## src/design/clk_timing_params.svh

```systemverilog
////////////////////////////////////////////////////////////////////////////
// Fixed sizes and addresses of the board clock block
// Register map, APB widths, power-on hold and counter widths
////////////////////////////////////////////////////////////////////////////

`ifndef CLK_TIMING_PARAMS_SVH
`define CLK_TIMING_PARAMS_SVH

// APB bus widths
`define APB_ADDR_W       8
`define APB_DATA_W       32

// Register byte addresses
`define REG_CTRL_ADDR    8'h00
`define REG_STATUS_ADDR  8'h04
`define REG_TICK_ADDR    8'h08

// Cycles that ready waits once both locks are stable
`define POR_HOLD_CYCLES  64
`define HOLD_CNT_W       7

// Counter widths of the enable generator and the tick register
`define DIV21_CNT_W      3
`define DIV14_CNT_W      4
`define CPU_CNT_W        3
`define TICK_W           32

`endif

```

## src/design/clk_timing_pkg.sv

```systemverilog
////////////////////////////////////////////////////////////////////////////
// Shared types of the board clock block
// CPU speed and sequencer enums, enable strobe and APB structs
////////////////////////////////////////////////////////////////////////////

`include "clk_timing_params.svh"

package clk_timing_pkg;

    // CPU divider applied to the 21.6 MHz strobe
    // Normal is 3.6 MHz, the reserved code runs at normal speed
    typedef enum logic [1:0] {
        SPEED_NORMAL = 2'd0,
        SPEED_TURBO2 = 2'd1,
        SPEED_TURBO3 = 2'd2,
        SPEED_RSVD   = 2'd3
    } cpu_speed_t;

    // Reset sequencer states
    typedef enum logic [1:0] {
        ST_WAIT_LOCK = 2'd0,
        ST_HOLD      = 2'd1,
        ST_READY     = 2'd2
    } seq_state_t;

    // Single-cycle clock enables in the CLK_BASE domain
    typedef struct packed {
        logic en_21m;
        logic en_14m;
        logic en_cpu;
    } clk_en_t;

    // APB request from the bus master
    typedef struct packed {
        logic                   psel;
        logic                   penable;
        logic                   pwrite;
        logic [`APB_ADDR_W-1:0] paddr;
        logic [`APB_DATA_W-1:0] pwdata;
    } apb_req_t;

    // APB response back to the master
    typedef struct packed {
        logic [`APB_DATA_W-1:0] prdata;
        logic                   pready;
        logic                   pslverr;
    } apb_rsp_t;

endpackage

```

## src/design/reset_sequencer.sv

```systemverilog
////////////////////////////////////////////////////////////////////////////
// Reset sequencer
// Two-flop synchronizers on both PLL lock flags and the FSM that
// releases sys_ready after the power-on hold
////////////////////////////////////////////////////////////////////////////

`include "clk_timing_params.svh"

module reset_sequencer (
    input  logic       CLK_BASE,
    input  logic       RESET_n,
    input  logic       base_lock,
    input  logic       tmds_lock,
    output logic [1:0] lock_sync,
    output logic       sys_ready
);
    import clk_timing_pkg::*;

    // The cycle spent entering ST_HOLD counts as the first hold cycle,
    // so the counter stops two short of the hold length
    localparam int unsigned HOLD_LAST = `POR_HOLD_CYCLES - 2;

    logic [1:0]             lock_meta;
    logic                   both_locked;
    seq_state_t             state;
    logic [`HOLD_CNT_W-1:0] hold_cnt;

    // Bit 0 carries the base PLL lock, bit 1 the TMDS PLL lock
    // The first stage may go metastable and is read by nothing else
    always_ff @(posedge CLK_BASE or negedge RESET_n) begin
        if (!RESET_n) begin
            lock_meta <= 2'b00;
            lock_sync <= 2'b00;
        end else begin
            lock_meta <= {tmds_lock, base_lock};
            lock_sync <= lock_meta;
        end
    end

    assign both_locked = &lock_sync;

    // Waits for both locks, holds for the power-on time, then stays ready
    // until a lock is lost; any loss sends it back to the start
    always_ff @(posedge CLK_BASE or negedge RESET_n) begin
        if (!RESET_n) begin
            state    <= ST_WAIT_LOCK;
            hold_cnt <= '0;
        end else begin
            case (state)
                ST_WAIT_LOCK: begin
                    hold_cnt <= '0;
                    if (both_locked) begin
                        state <= ST_HOLD;
                    end
                end
                ST_HOLD: begin
                    // A lock glitch during the hold restarts the whole wait
                    if (!both_locked) begin
                        state <= ST_WAIT_LOCK;
                    end else if (hold_cnt == HOLD_LAST[`HOLD_CNT_W-1:0]) begin
                        state <= ST_READY;
                    end else begin
                        hold_cnt <= hold_cnt + 1'b1;
                    end
                end
                ST_READY: begin
                    if (!both_locked) begin
                        state <= ST_WAIT_LOCK;
                    end
                end
                default: state <= ST_WAIT_LOCK;
            endcase
        end
    end

    // Ready comes straight from the state register
    assign sys_ready = (state == ST_READY);

    // Ready may outlive a lock loss by one cycle at most
    a_ready_needs_lock: assert property (@(posedge CLK_BASE) disable iff (!RESET_n)
        sys_ready |-> $past(both_locked))
        else $error("sys_ready high after a lock was lost");

endmodule

```

## src/design/clock_enable_gen.sv

```systemverilog
////////////////////////////////////////////////////////////////////////////
// Clock enable generator
// 21.6 MHz, 14.4 MHz and CPU enable strobes derived from CLK_BASE
////////////////////////////////////////////////////////////////////////////

`include "clk_timing_params.svh"

module clock_enable_gen (
    input  logic                       CLK_BASE,
    input  logic                       RESET_n,
    input  logic                       sys_ready,
    input  clk_timing_pkg::cpu_speed_t cpu_speed,
    output clk_timing_pkg::clk_en_t    clk_en
);
    import clk_timing_pkg::*;

    logic [`DIV21_CNT_W-1:0] cnt_21m;
    logic [`DIV14_CNT_W-1:0] cnt_14m;
    logic [`CPU_CNT_W-1:0]   cnt_cpu;
    logic [`CPU_CNT_W-1:0]   cpu_last;
    cpu_speed_t              speed_q;
    logic                    en_21m;
    logic                    en_14m;
    logic                    en_cpu;

    // Last en_21m count of one CPU period, which is the divider minus one
    function automatic logic [`CPU_CNT_W-1:0] cpu_last_of(input cpu_speed_t speed);
        case (speed)
            SPEED_TURBO2: cpu_last_of = 3'd2;
            SPEED_TURBO3: cpu_last_of = 3'd1;
            // Normal speed, and the reserved code falls in here as well
            default:      cpu_last_of = 3'd5;
        endcase
    endfunction

    // Mod-5 counter, 108 MHz / 5 = 21.6 MHz
    always_ff @(posedge CLK_BASE or negedge RESET_n) begin
        if (!RESET_n) begin
            cnt_21m <= '0;
        end else if (!sys_ready || cnt_21m == 3'd4) begin
            cnt_21m <= '0;
        end else begin
            cnt_21m <= cnt_21m + 1'b1;
        end
    end

    // Mod-15 counter, two 14.4 MHz periods fit into 15 base cycles
    always_ff @(posedge CLK_BASE or negedge RESET_n) begin
        if (!RESET_n) begin
            cnt_14m <= '0;
        end else if (!sys_ready || cnt_14m == 4'd14) begin
            cnt_14m <= '0;
        end else begin
            cnt_14m <= cnt_14m + 1'b1;
        end
    end

    assign en_21m = sys_ready && (cnt_21m == 3'd4);

    // The divided clock was high for counts 0..3 and 8..10, low elsewhere
    // Only its rising edges survive as strobes, 8 then 7 cycles apart
    always_comb begin
        case (cnt_14m)
            4'd0, 4'd8: en_14m = sys_ready;
            default:    en_14m = 1'b0;
        endcase
    end

    assign cpu_last = cpu_last_of(speed_q);
    assign en_cpu   = en_21m && (cnt_cpu == cpu_last);

    // CPU divider counts en_21m pulses with the speed latched at the boundary
    // A speed change from software therefore waits for the running period
    always_ff @(posedge CLK_BASE or negedge RESET_n) begin
        if (!RESET_n) begin
            cnt_cpu <= '0;
            speed_q <= SPEED_NORMAL;
        end else if (!sys_ready || en_cpu) begin
            cnt_cpu <= '0;
            speed_q <= cpu_speed;
        end else if (en_21m) begin
            cnt_cpu <= cnt_cpu + 1'b1;
        end
    end

    assign clk_en.en_21m = en_21m;
    assign clk_en.en_14m = en_14m;
    assign clk_en.en_cpu = en_cpu;

    // Nothing may toggle before the clocks are declared stable
    a_quiet_until_ready: assert property (@(posedge CLK_BASE) disable iff (!RESET_n)
        !sys_ready |-> !(clk_en.en_21m || clk_en.en_14m))
        else $error("video enables active while not ready");

    // The CPU strobe is always a subset of the 21.6 MHz strobe
    a_cpu_on_21m: assert property (@(posedge CLK_BASE) disable iff (!RESET_n)
        clk_en.en_cpu |-> clk_en.en_21m)
        else $error("en_cpu without en_21m");

endmodule

```

## src/design/clock_ctrl_regs.sv

```systemverilog
////////////////////////////////////////////////////////////////////////////
// Clock control registers on APB
// CTRL speed select, read-only STATUS and the CPU tick counter
////////////////////////////////////////////////////////////////////////////

`include "clk_timing_params.svh"

module clock_ctrl_regs (
    input  logic                       CLK_BASE,
    input  logic                       RESET_n,
    input  clk_timing_pkg::apb_req_t   apb_req,
    input  logic [1:0]                 lock_sync,
    input  logic                       sys_ready,
    input  clk_timing_pkg::clk_en_t    clk_en,
    output clk_timing_pkg::apb_rsp_t   apb_rsp,
    output clk_timing_pkg::cpu_speed_t cpu_speed
);
    import clk_timing_pkg::*;

    logic                   access;
    logic                   wr;
    logic                   rd;
    logic                   hit_ctrl;
    logic                   hit_status;
    logic                   hit_tick;
    logic                   unmapped;
    logic [1:0]             ctrl_speed;
    logic [`TICK_W-1:0]     tick_cnt;
    logic [`APB_DATA_W-1:0] rdata;

    // Access phase of an APB transfer, the setup phase does nothing here
    assign access = apb_req.psel && apb_req.penable;
    assign wr     = access && apb_req.pwrite;
    assign rd     = access && !apb_req.pwrite;

    // Full address compare, so aliases of the registers are unmapped
    assign hit_ctrl   = (apb_req.paddr == `REG_CTRL_ADDR);
    assign hit_status = (apb_req.paddr == `REG_STATUS_ADDR);
    assign hit_tick   = (apb_req.paddr == `REG_TICK_ADDR);
    assign unmapped   = !(hit_ctrl || hit_status || hit_tick);

    // CTRL keeps the raw code so software reads back what it wrote
    always_ff @(posedge CLK_BASE or negedge RESET_n) begin
        if (!RESET_n) begin
            ctrl_speed <= SPEED_NORMAL;
        end else if (wr && hit_ctrl) begin
            ctrl_speed <= apb_req.pwdata[1:0];
        end
    end

    // The reserved code drives the divider as normal speed
    assign cpu_speed = (ctrl_speed == SPEED_RSVD) ? SPEED_NORMAL : cpu_speed_t'(ctrl_speed);

    // CPU tick counter for software timekeeping
    // Any write clears it, and the clear beats a tick in the same cycle
    always_ff @(posedge CLK_BASE or negedge RESET_n) begin
        if (!RESET_n) begin
            tick_cnt <= '0;
        end else if (wr && hit_tick) begin
            tick_cnt <= '0;
        end else if (clk_en.en_cpu) begin
            tick_cnt <= tick_cnt + 1'b1;
        end
    end

    // Read mux, only driven during the access phase of a read
    always_comb begin
        rdata = '0;
        if (rd) begin
            if (hit_ctrl) begin
                rdata[1:0] = ctrl_speed;
            end else if (hit_status) begin
                rdata[2:0] = {sys_ready, lock_sync};
            end else if (hit_tick) begin
                rdata = tick_cnt;
            end
        end
    end

    assign apb_rsp.prdata = rdata;

    // No wait states, every access completes in one access cycle
    assign apb_rsp.pready = 1'b1;

    // STATUS is read-only, so a write to it is an error like a bad address
    assign apb_rsp.pslverr = access && (unmapped || (apb_req.pwrite && hit_status));

    // The master must never be stalled in the access phase
    a_no_wait_states: assert property (@(posedge CLK_BASE) disable iff (!RESET_n)
        (apb_req.psel && apb_req.penable) |-> apb_rsp.pready)
        else $error("APB access stalled");

endmodule

```

## src/design/board_clock_top.sv

```systemverilog
////////////////////////////////////////////////////////////////////////////
// Board clock timing top level
// Connects the reset sequencer, the enable generator and the APB registers
////////////////////////////////////////////////////////////////////////////

module board_clock_top (
    input  logic                     CLK_BASE,
    input  logic                     RESET_n,
    input  logic                     base_lock,
    input  logic                     tmds_lock,
    input  clk_timing_pkg::apb_req_t apb_req,
    output clk_timing_pkg::apb_rsp_t apb_rsp,
    output clk_timing_pkg::clk_en_t  clk_en,
    output logic                     sys_ready
);
    import clk_timing_pkg::*;

    // Synchronized lock flags, bit 0 base PLL and bit 1 TMDS PLL
    logic [1:0] lock_sync;

    // Speed select from software, already mapped to a valid divider
    cpu_speed_t cpu_speed;

    // Lock synchronizers and the power-on hold before ready
    reset_sequencer u_reset_sequencer (
        .CLK_BASE  (CLK_BASE),
        .RESET_n   (RESET_n),
        .base_lock (base_lock),
        .tmds_lock (tmds_lock),
        .lock_sync (lock_sync),
        .sys_ready (sys_ready)
    );

    // Free-running strobes, started by sys_ready
    clock_enable_gen u_clock_enable_gen (
        .CLK_BASE  (CLK_BASE),
        .RESET_n   (RESET_n),
        .sys_ready (sys_ready),
        .cpu_speed (cpu_speed),
        .clk_en    (clk_en)
    );

    // Register block sees the strobes to count CPU ticks
    clock_ctrl_regs u_clock_ctrl_regs (
        .CLK_BASE  (CLK_BASE),
        .RESET_n   (RESET_n),
        .apb_req   (apb_req),
        .lock_sync (lock_sync),
        .sys_ready (sys_ready),
        .clk_en    (clk_en),
        .apb_rsp   (apb_rsp),
        .cpu_speed (cpu_speed)
    );

endmodule

```

## config.mk

```make
export PLATFORM = sky130hd
export DESIGN_NAME = board_clock_top
export DESIGN_NICKNAME = d
export VERILOG_FILES = /design/src/design/clk_timing_pkg.sv /design/src/design/reset_sequencer.sv /design/src/design/clock_enable_gen.sv /design/src/design/clock_ctrl_regs.sv /design/src/design/board_clock_top.sv
export VERILOG_INCLUDE_DIRS = /design/src /design/src/design
export SDC_FILE = /design/constraint.sdc
export NUM_CORES = 1
export LEC_CHECK = 0
export BUFFER_PORTS_ARGS = -buffer_cell sky130_fd_sc_hd__buf_4
export CAP_MARGIN = 10
export CORE_MARGIN = 5
export CORE_UTILIZATION = 53
export CTS_CLUSTER_SIZE = 10
export DETAILED_ROUTE_END_ITERATION = 12
export PLACE_DENSITY = 0.88
export REMOVE_ABC_BUFFERS = 1
export SLEW_MARGIN = 5
export SYNTH_ARGS = -nofsm -noshare
export SYNTH_HDL_FRONTEND = slang
export SYNTH_SLANG_ARGS = --single-unit
```

## constraint.sdc

```tcl
create_clock -name CLK_BASE -period 3.3 [get_ports CLK_BASE]
set_clock_uncertainty 0.1 [all_clocks]
set_input_delay 0.165 -clock CLK_BASE [delete_from_list [all_inputs] [get_ports CLK_BASE]]
set_output_delay 0.165 -clock CLK_BASE [all_outputs]
set_load 0.005 [all_outputs]
```

==> flow_summary_export.csv <==
group,metric,value,unit
yosys,ys.flop_type,"dfrtp_1",
finish,drive_gt1_share,18.8,%
yosys,synth.top_cell.area_share,44.3,%
finish,final_cell_area,4030,um^2
timing,report.final.slew_viol_count,0,
clocking,cts_htree_levels,3,
finish,seqCellArea,1480,um^2
yosys,synth_area,3340,um^2
place,gp_congestion,0.824,
finish,n_antenna_cell,0,
global_route,grt_max_degree,60,
yosys,ys_seq_elements,59,
detailed_routing,detail-route-antenna-nets,0,
finish,finish.net_count,472,
clocking,clkSinkCount,59,
setup_path,cp_data_arrival_time,2810,ps
finish,layout_common_cells,"59 x dfrtp_1, 57 x buf_4, 43 x nor2_1",
timing,final-hold-violation-count,0,
floorplan,fp.dieH,89.3,um
yosys,synth-async-reset-ratio,100,%
timing,fmaxAchievable,0.379,GHz
timing,slew_headroom,48.5,%
place,post-dp-hpwl,4980,um
setup_path,critical_path_class,"reg2reg",
clocking,clockBufferDepth,2,
setup_path,crit_path_end_kind,"register",
yosys,yosysTopAreaCell,"dfrtp_1",
yosys,ys_top_cells_by_area,"dfrtp_1 44%, xor2_1 7.1%, and2_1 6.0%, nor2_1 4.8%, ha_1 3.8%",
timing,min_period,2640,ps
yosys,seq_area_frac_synth,44.3,%
place,io_buffer_count,53,
detailed_routing,vias_per_cell,5.58,
power_and_ir_drop,power_density,377,nW/um^2
clocking,cts_tree,"built",
timing,finalSetupViolCount,0,
run_status,status,"completed",
finish,multi_input_area,1740,um^2
global_route,grt_pass1_wl,12200,um
timing,fin_setup_tns,0,ps
detailed_routing,via_count,2773,
place,placed_cell_area,3790,um^2
clocking,cts_root_buf,"clkbuf_8",
global_route,grt-ovfl-total,0,
global_route,antenna_found_initial,0,
yosys,synth_cell_types,47,
detailed_routing,routed_wl,7210,um
clocking,cts_buffers,9,
yosys,syn_inst,357,
power_and_ir_drop,ir_worst_vdd,0.303,mV
finish,areaGrowthSynthToFinish,20.8,%
timing,rsz0062_at_grt,"false",
global_route,grt.total_usage,19.8,%
clocking,worstSkewPairLatency,340,ps
timing,worst_slack,658,ps
yosys,ys_warn_count,0,
detailed_routing,first_pass_iters,4,
floorplan,coreArea,6240,um^2
floorplan,initial_core_util,53.4,%
floorplan,num_rows,29,
timing,worstMarginPinSlew,771,ps
global_route,grt_pass1_vias,2706,
yosys,synth.avg_cell_area,9.34,um^2
power_and_ir_drop,leakagePower,1.70,nW
detailed_routing,drcViolationCount,0,
hold_path,hold_path_class,"in2reg",
clocking,cts-resized-gates,0,
floorplan,dieArea,7980,um^2
clocking,path_clk_slew,70,ps
detailed_routing,drt-initial-drc-count,234,
finish,fillers,505,
place,preCtsSetupSlack,667,ps
setup_path,path_max_fanout,7,
run,drv_cap,0,
finish,final_common_cell,"dfrtp_1",
timing,post-route-period-util,80.0,%
setup_path,required,3470,ps
detailed_routing,wl_per_cell,14.5,um
floorplan,ios,85,
floorplan,die_w,89.3,um
yosys,synth_edf_count,0,
setup_path,cp-start-kind,"register",
## through the flow
stage	utilization (%)	hold slack [ps]	total power [mW]	instances
after floorplan	-	-231	0.830	342
after global routing	64.6	155	1.59	497
after detailed placement	60.7	173	0.881	476
after global placement	60.7	166	0.876	476
final	64.6	147	1.52	497
after CTS	64.6	137	1.53	497
## cell type report
class                   instances  share of cell area, %
multi-input cells             271                   43.2
flip-flops and latches         59                   36.6
repair buffers                 62                   11.9
clock buffers                  11                   3.51
well taps                      77                   2.39
clock inverters                 5                   1.30
inverters                      12                   1.12
## cell usage after synthesis, types with 2 or more instances
cell	count
a211oi_1	2
a211oi_2	2
a21oi_1	16
a221oi_1	2
a22o_1	2
and2_1	32
and3_1	9
and4_1	6
buf_4	4
clkbuf_1	10
dfrtp_1	59
ha_1	10
inv_1	12
mux2_1	2
nand2_1	24
nand2b_1	5
nand3_1	18
nand4_1	14
nand4b_1	3
nor2_1	43
nor2b_1	2
nor3_1	9
nor3b_1	2
nor4_1	2
o21ai_0	9
o311ai_0	2
o31ai_1	2
or3_1	5
or4_1	3
xnor2_1	3
xor2_1	27
## critical path: stages (launching register included)
cell,delay [ps]
dfrtp_1,380
ha_1,210
or3b_1,480
a2111oi_4,590
nand4_4,220
or4_1,450
a21oi_1,150
## power breakdown
part / switching [mW] / internal [mW]
clock: 0.281 / 0.365
sequential: 0.0176 / 0.738
combinational: 0.0696 / 0.0485
## repair_timing
action / 4_1_cts / 5_1_grt
buffers inserted: 0 / 0
hold buffers: 5 / 0
endpoints found under the setup margin: 0 / 0
endpoints found under the hold margin: 63 / 0
## worst paths after layout
kind | startpoint | end | slack [ps] | cells after the start
setup / recovery | u_clock_enable_gen.speed_q[0] | u_clock_ctrl_regs.tick_cnt[30] | 660 | 6
hold / removal | apb_req[34] | u_clock_ctrl_regs.ctrl_speed[1] | 150 | 3
setup reg to reg | u_clock_enable_gen.speed_q[0] | u_clock_ctrl_regs.tick_cnt[30] | 660 | 6
hold reg to reg | u_reset_sequencer.lock_meta[0] | u_reset_sequencer.lock_sync[0] | 250 | 0
max in group asynchronous | RESET_n | u_clock_ctrl_regs.tick_cnt[22] | 2270 | 2
min in group asynchronous | RESET_n | u_reset_sequencer.lock_meta[0] | 340 | 2
## flip-flops by register name (all words and copies together), names as in the netlist
register	count
u_reset_sequencer.lock_sync	2
u_reset_sequencer.lock_meta	2
u_clock_ctrl_regs.tick_cnt	32
u_clock_enable_gen.cnt_21m	3
u_clock_enable_gen.cnt_14m	4
u_reset_sequencer.hold_cnt	7
u_clock_ctrl_regs.ctrl_speed	2
u_clock_enable_gen.speed_q	2
u_reset_sequencer.state	2
u_clock_enable_gen.cnt_cpu	3
## metal layers
metal  track usage [%]  vias up  share of wire [%]
li1                  -     1360                  -
met1              26.3     1307                 44
met2              30.5       93                 47
met3              5.90       13                7.2
met4              7.71        0                2.0
met5                 0        -                  0
## cells by family after synthesis
group | synth area share [%]
other cells | 0.112
xor+xnor | 7.88
fa+ha+maj | 3.75
flops | 44.3
simple gates | 29.7
mux | 0.975
buf+inv | 3.71
compound gates | 9.57
No activity file was read; power rests on OpenSTA's default activity.
